<file path="src/source/hpd_consts.svh">
// Width and count constants for the cache request front end, included by package and RTL
`ifndef HPD_CONSTS_SVH
`define HPD_CONSTS_SVH

// Number of requesters on the arbiter
`define HPD_NREQ 3

// Address split, tag on top of set index
`define HPD_SET_W 3
`define HPD_TAG_W 2
`define HPD_ADDR_W (`HPD_TAG_W + `HPD_SET_W)
`define HPD_NWORDS (1 << `HPD_ADDR_W)

// Data word and its byte enables
`define HPD_DATA_W 32
`define HPD_BE_W (`HPD_DATA_W / 8)

// Transaction and source ids
`define HPD_TID_W 4
`define HPD_SID_W 2

`endif
</file>
<file path="src/source/hpd_pkg.sv">
// Request, response and page attribute types shared by the cache front end and its testbench
`include "hpd_consts.svh"

package hpd_pkg;

    // Operation carried in the first request cycle
    typedef enum logic {
        HPD_OP_LOAD  = 1'b0,
        HPD_OP_STORE = 1'b1
    } hpd_op_e;

    // First-cycle request
    // Tag arrives one cycle later, so only the set index is here
    typedef struct packed {
        hpd_op_e                 op;
        logic [`HPD_SET_W-1:0]   set_idx;
        logic [`HPD_BE_W-1:0]    be;
        logic [`HPD_DATA_W-1:0]  wdata;
        logic [`HPD_SID_W-1:0]   sid;
        logic [`HPD_TID_W-1:0]   tid;
    } hpd_req_t;

    // Second-cycle tag
    typedef logic [`HPD_TAG_W-1:0] hpd_tag_t;

    // Page attribute, second cycle
    typedef struct packed {
        logic uncacheable;
    } hpd_pma_t;

    // Response back to the requester
    // Routed by sid, matched by tid
    typedef struct packed {
        logic [`HPD_DATA_W-1:0]  rdata;
        logic [`HPD_SID_W-1:0]   sid;
        logic [`HPD_TID_W-1:0]   tid;
        logic                    uncached;
    } hpd_rsp_t;

endpackage

</file>
<file path="src/source/hpd_top.sv">
// Top of the cache request front end, arbiter stage wired to the memory stage
`timescale 1ns/1ps
`include "hpd_consts.svh"

module hpd_top (
    input  logic              clk_i,
    input  logic              rst_ni,

    // Requester side, first cycle
    input  logic              core_req_valid_i [`HPD_NREQ],
    output logic              core_req_ready_o [`HPD_NREQ],
    input  hpd_pkg::hpd_req_t core_req_i       [`HPD_NREQ],

    // Requester side, second cycle
    input  logic              core_req_abort_i [`HPD_NREQ],
    input  hpd_pkg::hpd_tag_t core_req_tag_i   [`HPD_NREQ],
    input  hpd_pkg::hpd_pma_t core_req_pma_i   [`HPD_NREQ],

    // Responses per requester
    output logic              core_rsp_valid_o [`HPD_NREQ],
    output hpd_pkg::hpd_rsp_t core_rsp_o       [`HPD_NREQ]
);

    // Arbiter to memory stage
    logic              arb_req_valid;
    logic              arb_req_ready;
    hpd_pkg::hpd_req_t arb_req;
    logic              arb_abort;
    hpd_pkg::hpd_tag_t arb_tag;
    hpd_pkg::hpd_pma_t arb_pma;

    // Memory stage back to the demux
    logic              rsp_valid;
    hpd_pkg::hpd_rsp_t rsp;

    hpd_core_arbiter u_core_arbiter (
        .clk_i            (clk_i),
        .rst_ni           (rst_ni),
        .core_req_valid_i (core_req_valid_i),
        .core_req_ready_o (core_req_ready_o),
        .core_req_i       (core_req_i),
        .core_req_abort_i (core_req_abort_i),
        .core_req_tag_i   (core_req_tag_i),
        .core_req_pma_i   (core_req_pma_i),
        .rsp_valid_i      (rsp_valid),
        .rsp_i            (rsp),
        .core_rsp_valid_o (core_rsp_valid_o),
        .core_rsp_o       (core_rsp_o),
        .arb_req_valid_o  (arb_req_valid),
        .arb_req_ready_i  (arb_req_ready),
        .arb_req_o        (arb_req),
        .arb_abort_o      (arb_abort),
        .arb_tag_o        (arb_tag),
        .arb_pma_o        (arb_pma)
    );

    hpd_mem_stage u_mem_stage (
        .clk_i       (clk_i),
        .rst_ni      (rst_ni),
        .req_valid_i (arb_req_valid),
        .req_ready_o (arb_req_ready),
        .req_i       (arb_req),
        .abort_i     (arb_abort),
        .tag_i       (arb_tag),
        .pma_i       (arb_pma),
        .rsp_valid_o (rsp_valid),
        .rsp_o       (rsp)
    );

endmodule

</file>
<file path="src/source/hpd_mem_stage.sv">
// Memory stages: latch the request, join the tag, access the word array and return the response
`timescale 1ns/1ps
`include "hpd_consts.svh"

module hpd_mem_stage (
    input  logic              clk_i,
    input  logic              rst_ni,

    // Request from the arbiter
    input  logic              req_valid_i,
    output logic              req_ready_o,
    input  hpd_pkg::hpd_req_t req_i,

    // Second-cycle fields, valid the cycle after acceptance
    input  logic              abort_i,
    input  hpd_pkg::hpd_tag_t tag_i,
    input  hpd_pkg::hpd_pma_t pma_i,

    // Registered response
    output logic              rsp_valid_o,
    output hpd_pkg::hpd_rsp_t rsp_o
);

    // Word array, single port
    logic [`HPD_DATA_W-1:0] mem_q [`HPD_NWORDS];

    // Stage 1, accepted request waiting for its tag
    logic                   s1_valid_q;
    hpd_pkg::hpd_req_t      s1_req_q;

    // Full address and data path in the tag cycle
    logic                   s1_go;
    logic                   s1_store;
    logic [`HPD_ADDR_W-1:0] s1_addr;
    logic [`HPD_DATA_W-1:0] s1_rword;
    logic [`HPD_DATA_W-1:0] s1_merged;

    // Pending write, lands one cycle after the read
    logic                   wr_en_q;
    logic [`HPD_ADDR_W-1:0] wr_addr_q;
    logic [`HPD_DATA_W-1:0] wr_data_q;

    // Response register
    logic                   rsp_valid_q;
    hpd_pkg::hpd_rsp_t      rsp_q;

    // Store in stage 1 blocks the next slot, the port writes then
    assign s1_store    = s1_valid_q && (s1_req_q.op == hpd_pkg::HPD_OP_STORE);
    assign req_ready_o = !s1_store;

    // Stage 1 control
    always_ff @(posedge clk_i or negedge rst_ni) begin
        if (!rst_ni) begin
            s1_valid_q <= 1'b0;
        end else begin
            s1_valid_q <= req_valid_i && req_ready_o;
        end
    end

    // Request payload, loaded only on acceptance
    always_ff @(posedge clk_i) begin
        if (req_valid_i && req_ready_o) begin
            s1_req_q <= req_i;
        end
    end

    // Tag cycle: join address and read the old word
    assign s1_go    = s1_valid_q && !abort_i;
    assign s1_addr  = {tag_i, s1_req_q.set_idx};
    assign s1_rword = mem_q[s1_addr];

    // Byte merge for stores
    always_comb begin
        for (int b = 0; b < `HPD_BE_W; b++) begin
            if (s1_req_q.be[b]) begin
                s1_merged[8*b +: 8] = s1_req_q.wdata[8*b +: 8];
            end else begin
                s1_merged[8*b +: 8] = s1_rword[8*b +: 8];
            end
        end
    end

    // Stage 2 control, aborted requests vanish here
    always_ff @(posedge clk_i or negedge rst_ni) begin
        if (!rst_ni) begin
            rsp_valid_q <= 1'b0;
            wr_en_q     <= 1'b0;
        end else begin
            rsp_valid_q <= s1_go;
            wr_en_q     <= s1_go && s1_store;
        end
    end

    // Stage 2 payload
    always_ff @(posedge clk_i) begin
        wr_addr_q      <= s1_addr;
        wr_data_q      <= s1_merged;
        // Store answers with zero data
        rsp_q.rdata    <= s1_store ? '0 : s1_rword;
        rsp_q.sid      <= s1_req_q.sid;
        rsp_q.tid      <= s1_req_q.tid;
        rsp_q.uncached <= pma_i.uncacheable;
    end

    // Array write in the store's write slot
    // Contents start from zero
    always_ff @(posedge clk_i or negedge rst_ni) begin
        if (!rst_ni) begin
            for (int w = 0; w < `HPD_NWORDS; w++) begin
                mem_q[w] <= '0;
            end
        end else if (wr_en_q) begin
            mem_q[wr_addr_q] <= wr_data_q;
        end
    end

    assign rsp_valid_o = rsp_valid_q;
    assign rsp_o       = rsp_q;

endmodule

</file>
<file path="src/source/hpd_core_arbiter.sv">
// Request stage: picks one requester per cycle, aligns its tag cycle and routes responses back
`timescale 1ns/1ps
`include "hpd_consts.svh"

module hpd_core_arbiter (
    input  logic              clk_i,
    input  logic              rst_ni,

    // Requester side, first cycle
    input  logic              core_req_valid_i [`HPD_NREQ],
    output logic              core_req_ready_o [`HPD_NREQ],
    input  hpd_pkg::hpd_req_t core_req_i       [`HPD_NREQ],

    // Requester side, second cycle
    input  logic              core_req_abort_i [`HPD_NREQ],
    input  hpd_pkg::hpd_tag_t core_req_tag_i   [`HPD_NREQ],
    input  hpd_pkg::hpd_pma_t core_req_pma_i   [`HPD_NREQ],

    // Response from the memory stage
    input  logic              rsp_valid_i,
    input  hpd_pkg::hpd_rsp_t rsp_i,

    // Responses per requester
    output logic              core_rsp_valid_o [`HPD_NREQ],
    output hpd_pkg::hpd_rsp_t core_rsp_o       [`HPD_NREQ],

    // Granted request toward the memory stage
    output logic              arb_req_valid_o,
    input  logic              arb_req_ready_i,
    output hpd_pkg::hpd_req_t arb_req_o,
    output logic              arb_abort_o,
    output hpd_pkg::hpd_tag_t arb_tag_o,
    output hpd_pkg::hpd_pma_t arb_pma_o
);

    // Valids and aborts packed for the arbiter and the OR
    logic [`HPD_NREQ-1:0] req_valid;
    logic [`HPD_NREQ-1:0] req_abort;

    // Live grant, changes with the request vector
    logic [`HPD_NREQ-1:0] arb_gnt;
    // Grant of the request accepted last cycle
    logic [`HPD_NREQ-1:0] arb_gnt_q;

    // Pack valid and abort, drive per-requester ready
    always_comb begin
        for (int i = 0; i < `HPD_NREQ; i++) begin
            req_valid[i]        = core_req_valid_i[i];
            req_abort[i]        = core_req_abort_i[i];
            // Ready only for the granted requester, and only if downstream takes it
            core_req_ready_o[i] = arb_gnt[i] & arb_req_ready_i;
        end
    end

    // Fixed priority, grant held on stall
    hpd_fxarb u_fxarb (
        .clk_i   (clk_i),
        .rst_ni  (rst_ni),
        .req_i   (req_valid),
        .ready_i (arb_req_ready_i),
        .gnt_o   (arb_gnt)
    );

    assign arb_req_valid_o = |arb_gnt;

    // First-cycle request follows the live grant
    hpd_onehot_mux #(
        .payload_t (hpd_pkg::hpd_req_t),
        .N         (`HPD_NREQ)
    ) u_req_mux (
        .sel_i  (arb_gnt),
        .data_i (core_req_i),
        .data_o (arb_req_o)
    );

    // Grant at acceptance, selects the tag cycle one clock later
    // Zero when nothing was accepted, so tag, PMA and abort read as zero
    always_ff @(posedge clk_i or negedge rst_ni) begin
        if (!rst_ni) begin
            arb_gnt_q <= '0;
        end else begin
            arb_gnt_q <= arb_gnt & {`HPD_NREQ{arb_req_ready_i}};
        end
    end

    // Tag of the accepted requester
    hpd_onehot_mux #(
        .payload_t (hpd_pkg::hpd_tag_t),
        .N         (`HPD_NREQ)
    ) u_tag_mux (
        .sel_i  (arb_gnt_q),
        .data_i (core_req_tag_i),
        .data_o (arb_tag_o)
    );

    // Page attribute of the accepted requester
    hpd_onehot_mux #(
        .payload_t (hpd_pkg::hpd_pma_t),
        .N         (`HPD_NREQ)
    ) u_pma_mux (
        .sel_i  (arb_gnt_q),
        .data_i (core_req_pma_i),
        .data_o (arb_pma_o)
    );

    // Single-bit abort, plain AND-OR under the registered grant
    assign arb_abort_o = |(req_abort & arb_gnt_q);

    // Response demux by source id
    // Payload goes to everyone, valid only to the owner
    always_comb begin
        for (int i = 0; i < `HPD_NREQ; i++) begin
            core_rsp_valid_o[i] = rsp_valid_i && (int'(rsp_i.sid) == i);
            core_rsp_o[i]       = rsp_i;
        end
    end

endmodule

</file>
<file path="src/source/hpd_onehot_mux.sv">
// AND-OR multiplexer with one-hot select, shared by request, tag and attribute paths
`timescale 1ns/1ps

module hpd_onehot_mux #(
    parameter type payload_t = logic,
    parameter int  N         = 2
) (
    input  logic [N-1:0] sel_i,
    input  payload_t     data_i [N],
    output payload_t     data_o
);

    localparam int W = $bits(payload_t);

    // Flat accumulator, payload may be a struct
    logic [W-1:0] acc;

    always_comb begin
        acc = '0;
        for (int i = 0; i < N; i++) begin
            // Mask each input with its own select bit
            acc = acc | (W'(data_i[i]) & {W{sel_i[i]}});
        end
    end

    // Zero selected gives zero payload
    assign data_o = payload_t'(acc);

endmodule

</file>
<file path="src/source/hpd_fxarb.sv">
// Fixed-priority arbiter with grant hold under back-pressure, used by the request stage
`timescale 1ns/1ps
`include "hpd_consts.svh"

module hpd_fxarb (
    input  logic                  clk_i,
    input  logic                  rst_ni,
    input  logic [`HPD_NREQ-1:0]  req_i,
    input  logic                  ready_i,
    output logic [`HPD_NREQ-1:0]  gnt_o
);

    // Lowest set bit of the request vector
    logic [`HPD_NREQ-1:0] pri_gnt;
    // Grant that was stalled in the previous cycle
    logic [`HPD_NREQ-1:0] gnt_q;
    // Stalled requester still asking
    logic                 hold;

    // Two's complement trick isolates the lowest-index request
    assign pri_gnt = req_i & (~req_i + `HPD_NREQ'(1));

    // Keep the stalled grant as long as its owner keeps valid high
    assign hold = |(gnt_q & req_i);

    always_comb begin
        if (hold) begin
            gnt_o = gnt_q;
        end else begin
            gnt_o = pri_gnt;
        end
    end

    // Remember the grant only when downstream refused it
    // An accepted grant clears the hold
    always_ff @(posedge clk_i or negedge rst_ni) begin
        if (!rst_ni) begin
            gnt_q <= '0;
        end else if (ready_i) begin
            gnt_q <= '0;
        end else begin
            gnt_q <= gnt_o;
        end
    end

endmodule

</file>
<file path="config.mk">
export PLATFORM = sky130hd
export DESIGN_NAME = hpd_top
export DESIGN_NICKNAME = d
export VERILOG_FILES = /design/src/source/hpd_pkg.sv /design/src/source/hpd_top.sv /design/src/source/hpd_mem_stage.sv /design/src/source/hpd_core_arbiter.sv /design/src/source/hpd_onehot_mux.sv /design/src/source/hpd_fxarb.sv
export VERILOG_INCLUDE_DIRS = /design/src /design/src/source
export SDC_FILE = /design/constraint.sdc
export NUM_CORES = 2
export LEC_CHECK = 0
export CORE_MARGIN = 2
export CORE_UTILIZATION = 40
export DETAILED_ROUTE_END_ITERATION = 7
export DONT_BUFFER_PORTS = 1
export RECOVER_POWER = 100
export SLEW_MARGIN = 25
export SYNTH_ARGS = -nofsm -noshare
export SYNTH_HDL_FRONTEND = slang
export SYNTH_SLANG_ARGS = --single-unit
</file>
<file path="constraint.sdc">
create_clock -name clk_i -period 3.2 [get_ports clk_i]
set_clock_uncertainty 0.05 [all_clocks]
set_input_delay 0.48 -clock clk_i [delete_from_list [all_inputs] [get_ports clk_i]]
set_output_delay 0.48 -clock clk_i [all_outputs]
set_load 0.02 [all_outputs]
</file>
==> metrics <==
global route overflow 0; Area growth syn-to-layout 12.7%; Most Used Layer, Global Route met2; dpl cell area 53900 um2; nets 3842; layout cells sized above 1 0.371; Setup-failing EPs final 0; post-synth net total 3930; TritonCTS clock tree built; WP data required 3.72 ns; WL per Instance 26.4 um; R2R depth 5; port bufs 0; post-route ant nets 0; number of synthesized register bits 1155; Worst path top cell family by delay simple AND/OR/NAND/NOR gates; most common cell after layout, fill and taps aside mux2_2; Placer Congestion 0.761; 1st-pass router iterations 8; total power draw 50.2 mW; clock tree sinks 1155; Core Footprint 129000 um2; Hold/Removal Path Class in2reg; DRT iter0 DRCs 2234; initial antenna violation count 1; Initial Util 0.402; failing checks max-capacitance violations, max-slew violations; worst stage delay on the critical path 1.18 ns; synthesized area per cell 13.8 um2; leakage power 27.9 nW; Die Wd 365 um; Cells after DPL 5210; HPWL Detailed 80100 um; met1 Use GR 0.306; setup TNS 0 ns; CP Cell Sequence nand2_1 > or2_0 > nor2_1 > clkbuf_2 > mux2_2; fill cell count 11600; met3 Usage GRT 0.0281; DIE AREA 133000 um2; first-pass GRT wire length 218000 um; Core Rows 132; critical path endpoint category flip-flop; Period minus WS final 3.06 ns; ys async rst share 0.894; number of synthesized flops with an enable pin 46; Clk pin slew, worst setup/hold paths 0.06 ns; Slew @ Worst Pin 1.78 ns; H-tree Lvls 3; die span in y 365 um; Crit path buffers/inverters 1; Fmax 0.327 GHz; worst path arrival time 3.58 ns; post-synthesis cell type count 42; Final Cycle Share 0.957; FF-to-FF setup slack 0.14 ns; met2 usage 0.362; Clk Latency, worst-skew pair 0.71 ns; final instance area 58600 um2; CP max FO 8; critical path depth in cells 5; pin count of the biggest net entering global routing 169; root buffer cell clkbuf_16; Hold Fails Final Rpt 0; GRT Total Usage 0.219; PD cells 857 nW/um2; Mapped Cells 3775; Final Instance Count excl. Fillers 5539; cts bufs inserted 121; Final Max Slew Viols 297; relative slew slack -0.184; Vias/cell 5.62; vias in the first global route 31800; slowest cell on the critical path nor2_1; outcome finished with violations; worst flop-to-flop path startpoint u_mem_stage.wr_en_q; # IOs 278; RSZ-0062 raised after global routing false; Worst setup SP type flip-flop; terminus of the critical flop-to-flop path u_mem_stage.mem_q[216]; synthesized area 52000 um2; Worst Hold Depth 2; Via Count 31200; max-cap violation count 10; synth warn 0; CP startpoint u_mem_stage.wr_en_q; worst setup path end u_mem_stage.mem_q[216]; Setup CP Type reg2reg; most frequent cells in the layout 1046 x mux2_2, 1033 x dfrtp_1, 512 x mux2i_1; Synth Flop Type dfrtp_1; Seq/Total Area, Yosys 0.553; maximum VDD drop 576 uV; drt total wl 146000 um; CTS max path bufs 3; Residual DRC 0; Hold WS 0.0461 ns
==> layer usage <==
layer	wire length (um)	vias up
met4	3070	0
met2	70500	656
met5	0	-
li1	-	13600
met3	5800	180
met1	66900	16700
==> cells in the mapped netlist (all sizes together) (3+ instances only) <==
master,n,share of area
and3b,3,0.00051
o21ai,7,0.0010
nand3b,4,0.00058
buf,239,0.027
nor3,3,0.00029
dfrtp,1033,0.50
mux2i,512,0.099
nand2,27,0.0019
nor2,27,0.0019
and2,32,0.0039
edfxtp,46,0.027
a22oi,258,0.037
nor3b,5,0.00072
a222oi,49,0.0094
inv,49,0.0035
nor4,25,0.0032
clkbuf,178,0.013
or4,7,0.0014
mux2,1050,0.23
dfxtp,76,0.029
a21oi,129,0.013
==> registers in the layout, summed over array words and instances, names as in the netlist <==
name,cells
u_core_arbiter.u_fxarb.gnt_q,3
u_mem_stage.wr_en_q,1
u_mem_stage.s1_addr,3
u_mem_stage.wr_data_q,32
u_mem_stage.rsp_o,39
u_mem_stage.rsp_valid_o,1
u_mem_stage.s1_valid_q,1
u_mem_stage.mem_q,1024
u_mem_stage.wr_addr_q,5
u_mem_stage.s1_req_q,43
u_core_arbiter.arb_gnt_q,3
==> what timing repair did <==
action,4_1_cts,5_1_grt
setup endpoints to repair,0,2
resized for setup,0,1
setup buffers,0,0
hold buffers,95,1
endpoints found under the hold margin,208,1
==> kinds of logic (layout without fill, tap and decap cells) <==
family / count (synthesis) / in the layout / synth area share
mux: 1562 / 1562 / 0.326
flops: 1155 / 1155 / 0.553
buf+inv: 466 / 485 / 0.0438
compound gates: 447 / 447 / 0.0612
simple gates: 145 / 145 / 0.0159
other cells: 0 / 3 / 0
==> worst min-delay path by stage <==
stage	startpoint	endpoint	slack (ns)
2_1_floorplan	rst_ni	u_core_arbiter.arb_gnt_q[0]	0.13
3_3_place_gp	rst_ni	u_mem_stage.mem_q[165]	0.24
3_5_place_dp	rst_ni	u_mem_stage.mem_q[165]	0.13
4_1_cts	core_req_valid_i[1]	u_core_arbiter.u_fxarb.gnt_q[1]	0.003
5_1_grt	core_req_valid_i[0]	u_core_arbiter.u_fxarb.gnt_q[1]	0.02
6_report	core_req_valid_i[0]	u_core_arbiter.u_fxarb.gnt_q[1]	0.05
==> where the power goes <==
part           switching [mW]  total [mW]  internal (mW)
clock network            5.97        14.7           8.71
registers                5.02        24.5           19.5
logic                    5.04        11.1           6.04
total                    16.0        50.2           34.2
==> metrics by stage <==
| stage | worst slack, ns | utilization |
|---|---|---|
| after floorplan | 0.288 | - |
| after global placement | 0.326 | 0.415 |
| after detailed placement | 0.305 | 0.417 |
| after CTS | 0.129 | 0.457 |
| after global routing | 0.0621 | 0.453 |
| final | 0.138 | 0.453 |
==> area by class of cell <==
class	instances	area, um2	area share
clock buffers	177	3660	0.0625
repair buffers	206	2230	0.0380
diodes	3	7.51	0.000128
well taps	1742	2180	0.0372
inverters	49	184	0.00314
flip-flops and latches	1155	28800	0.491
clock inverters	53	537	0.00916
multi-input cells	2154	21000	0.359
No activity file was read; power rests on OpenSTA's default activity.
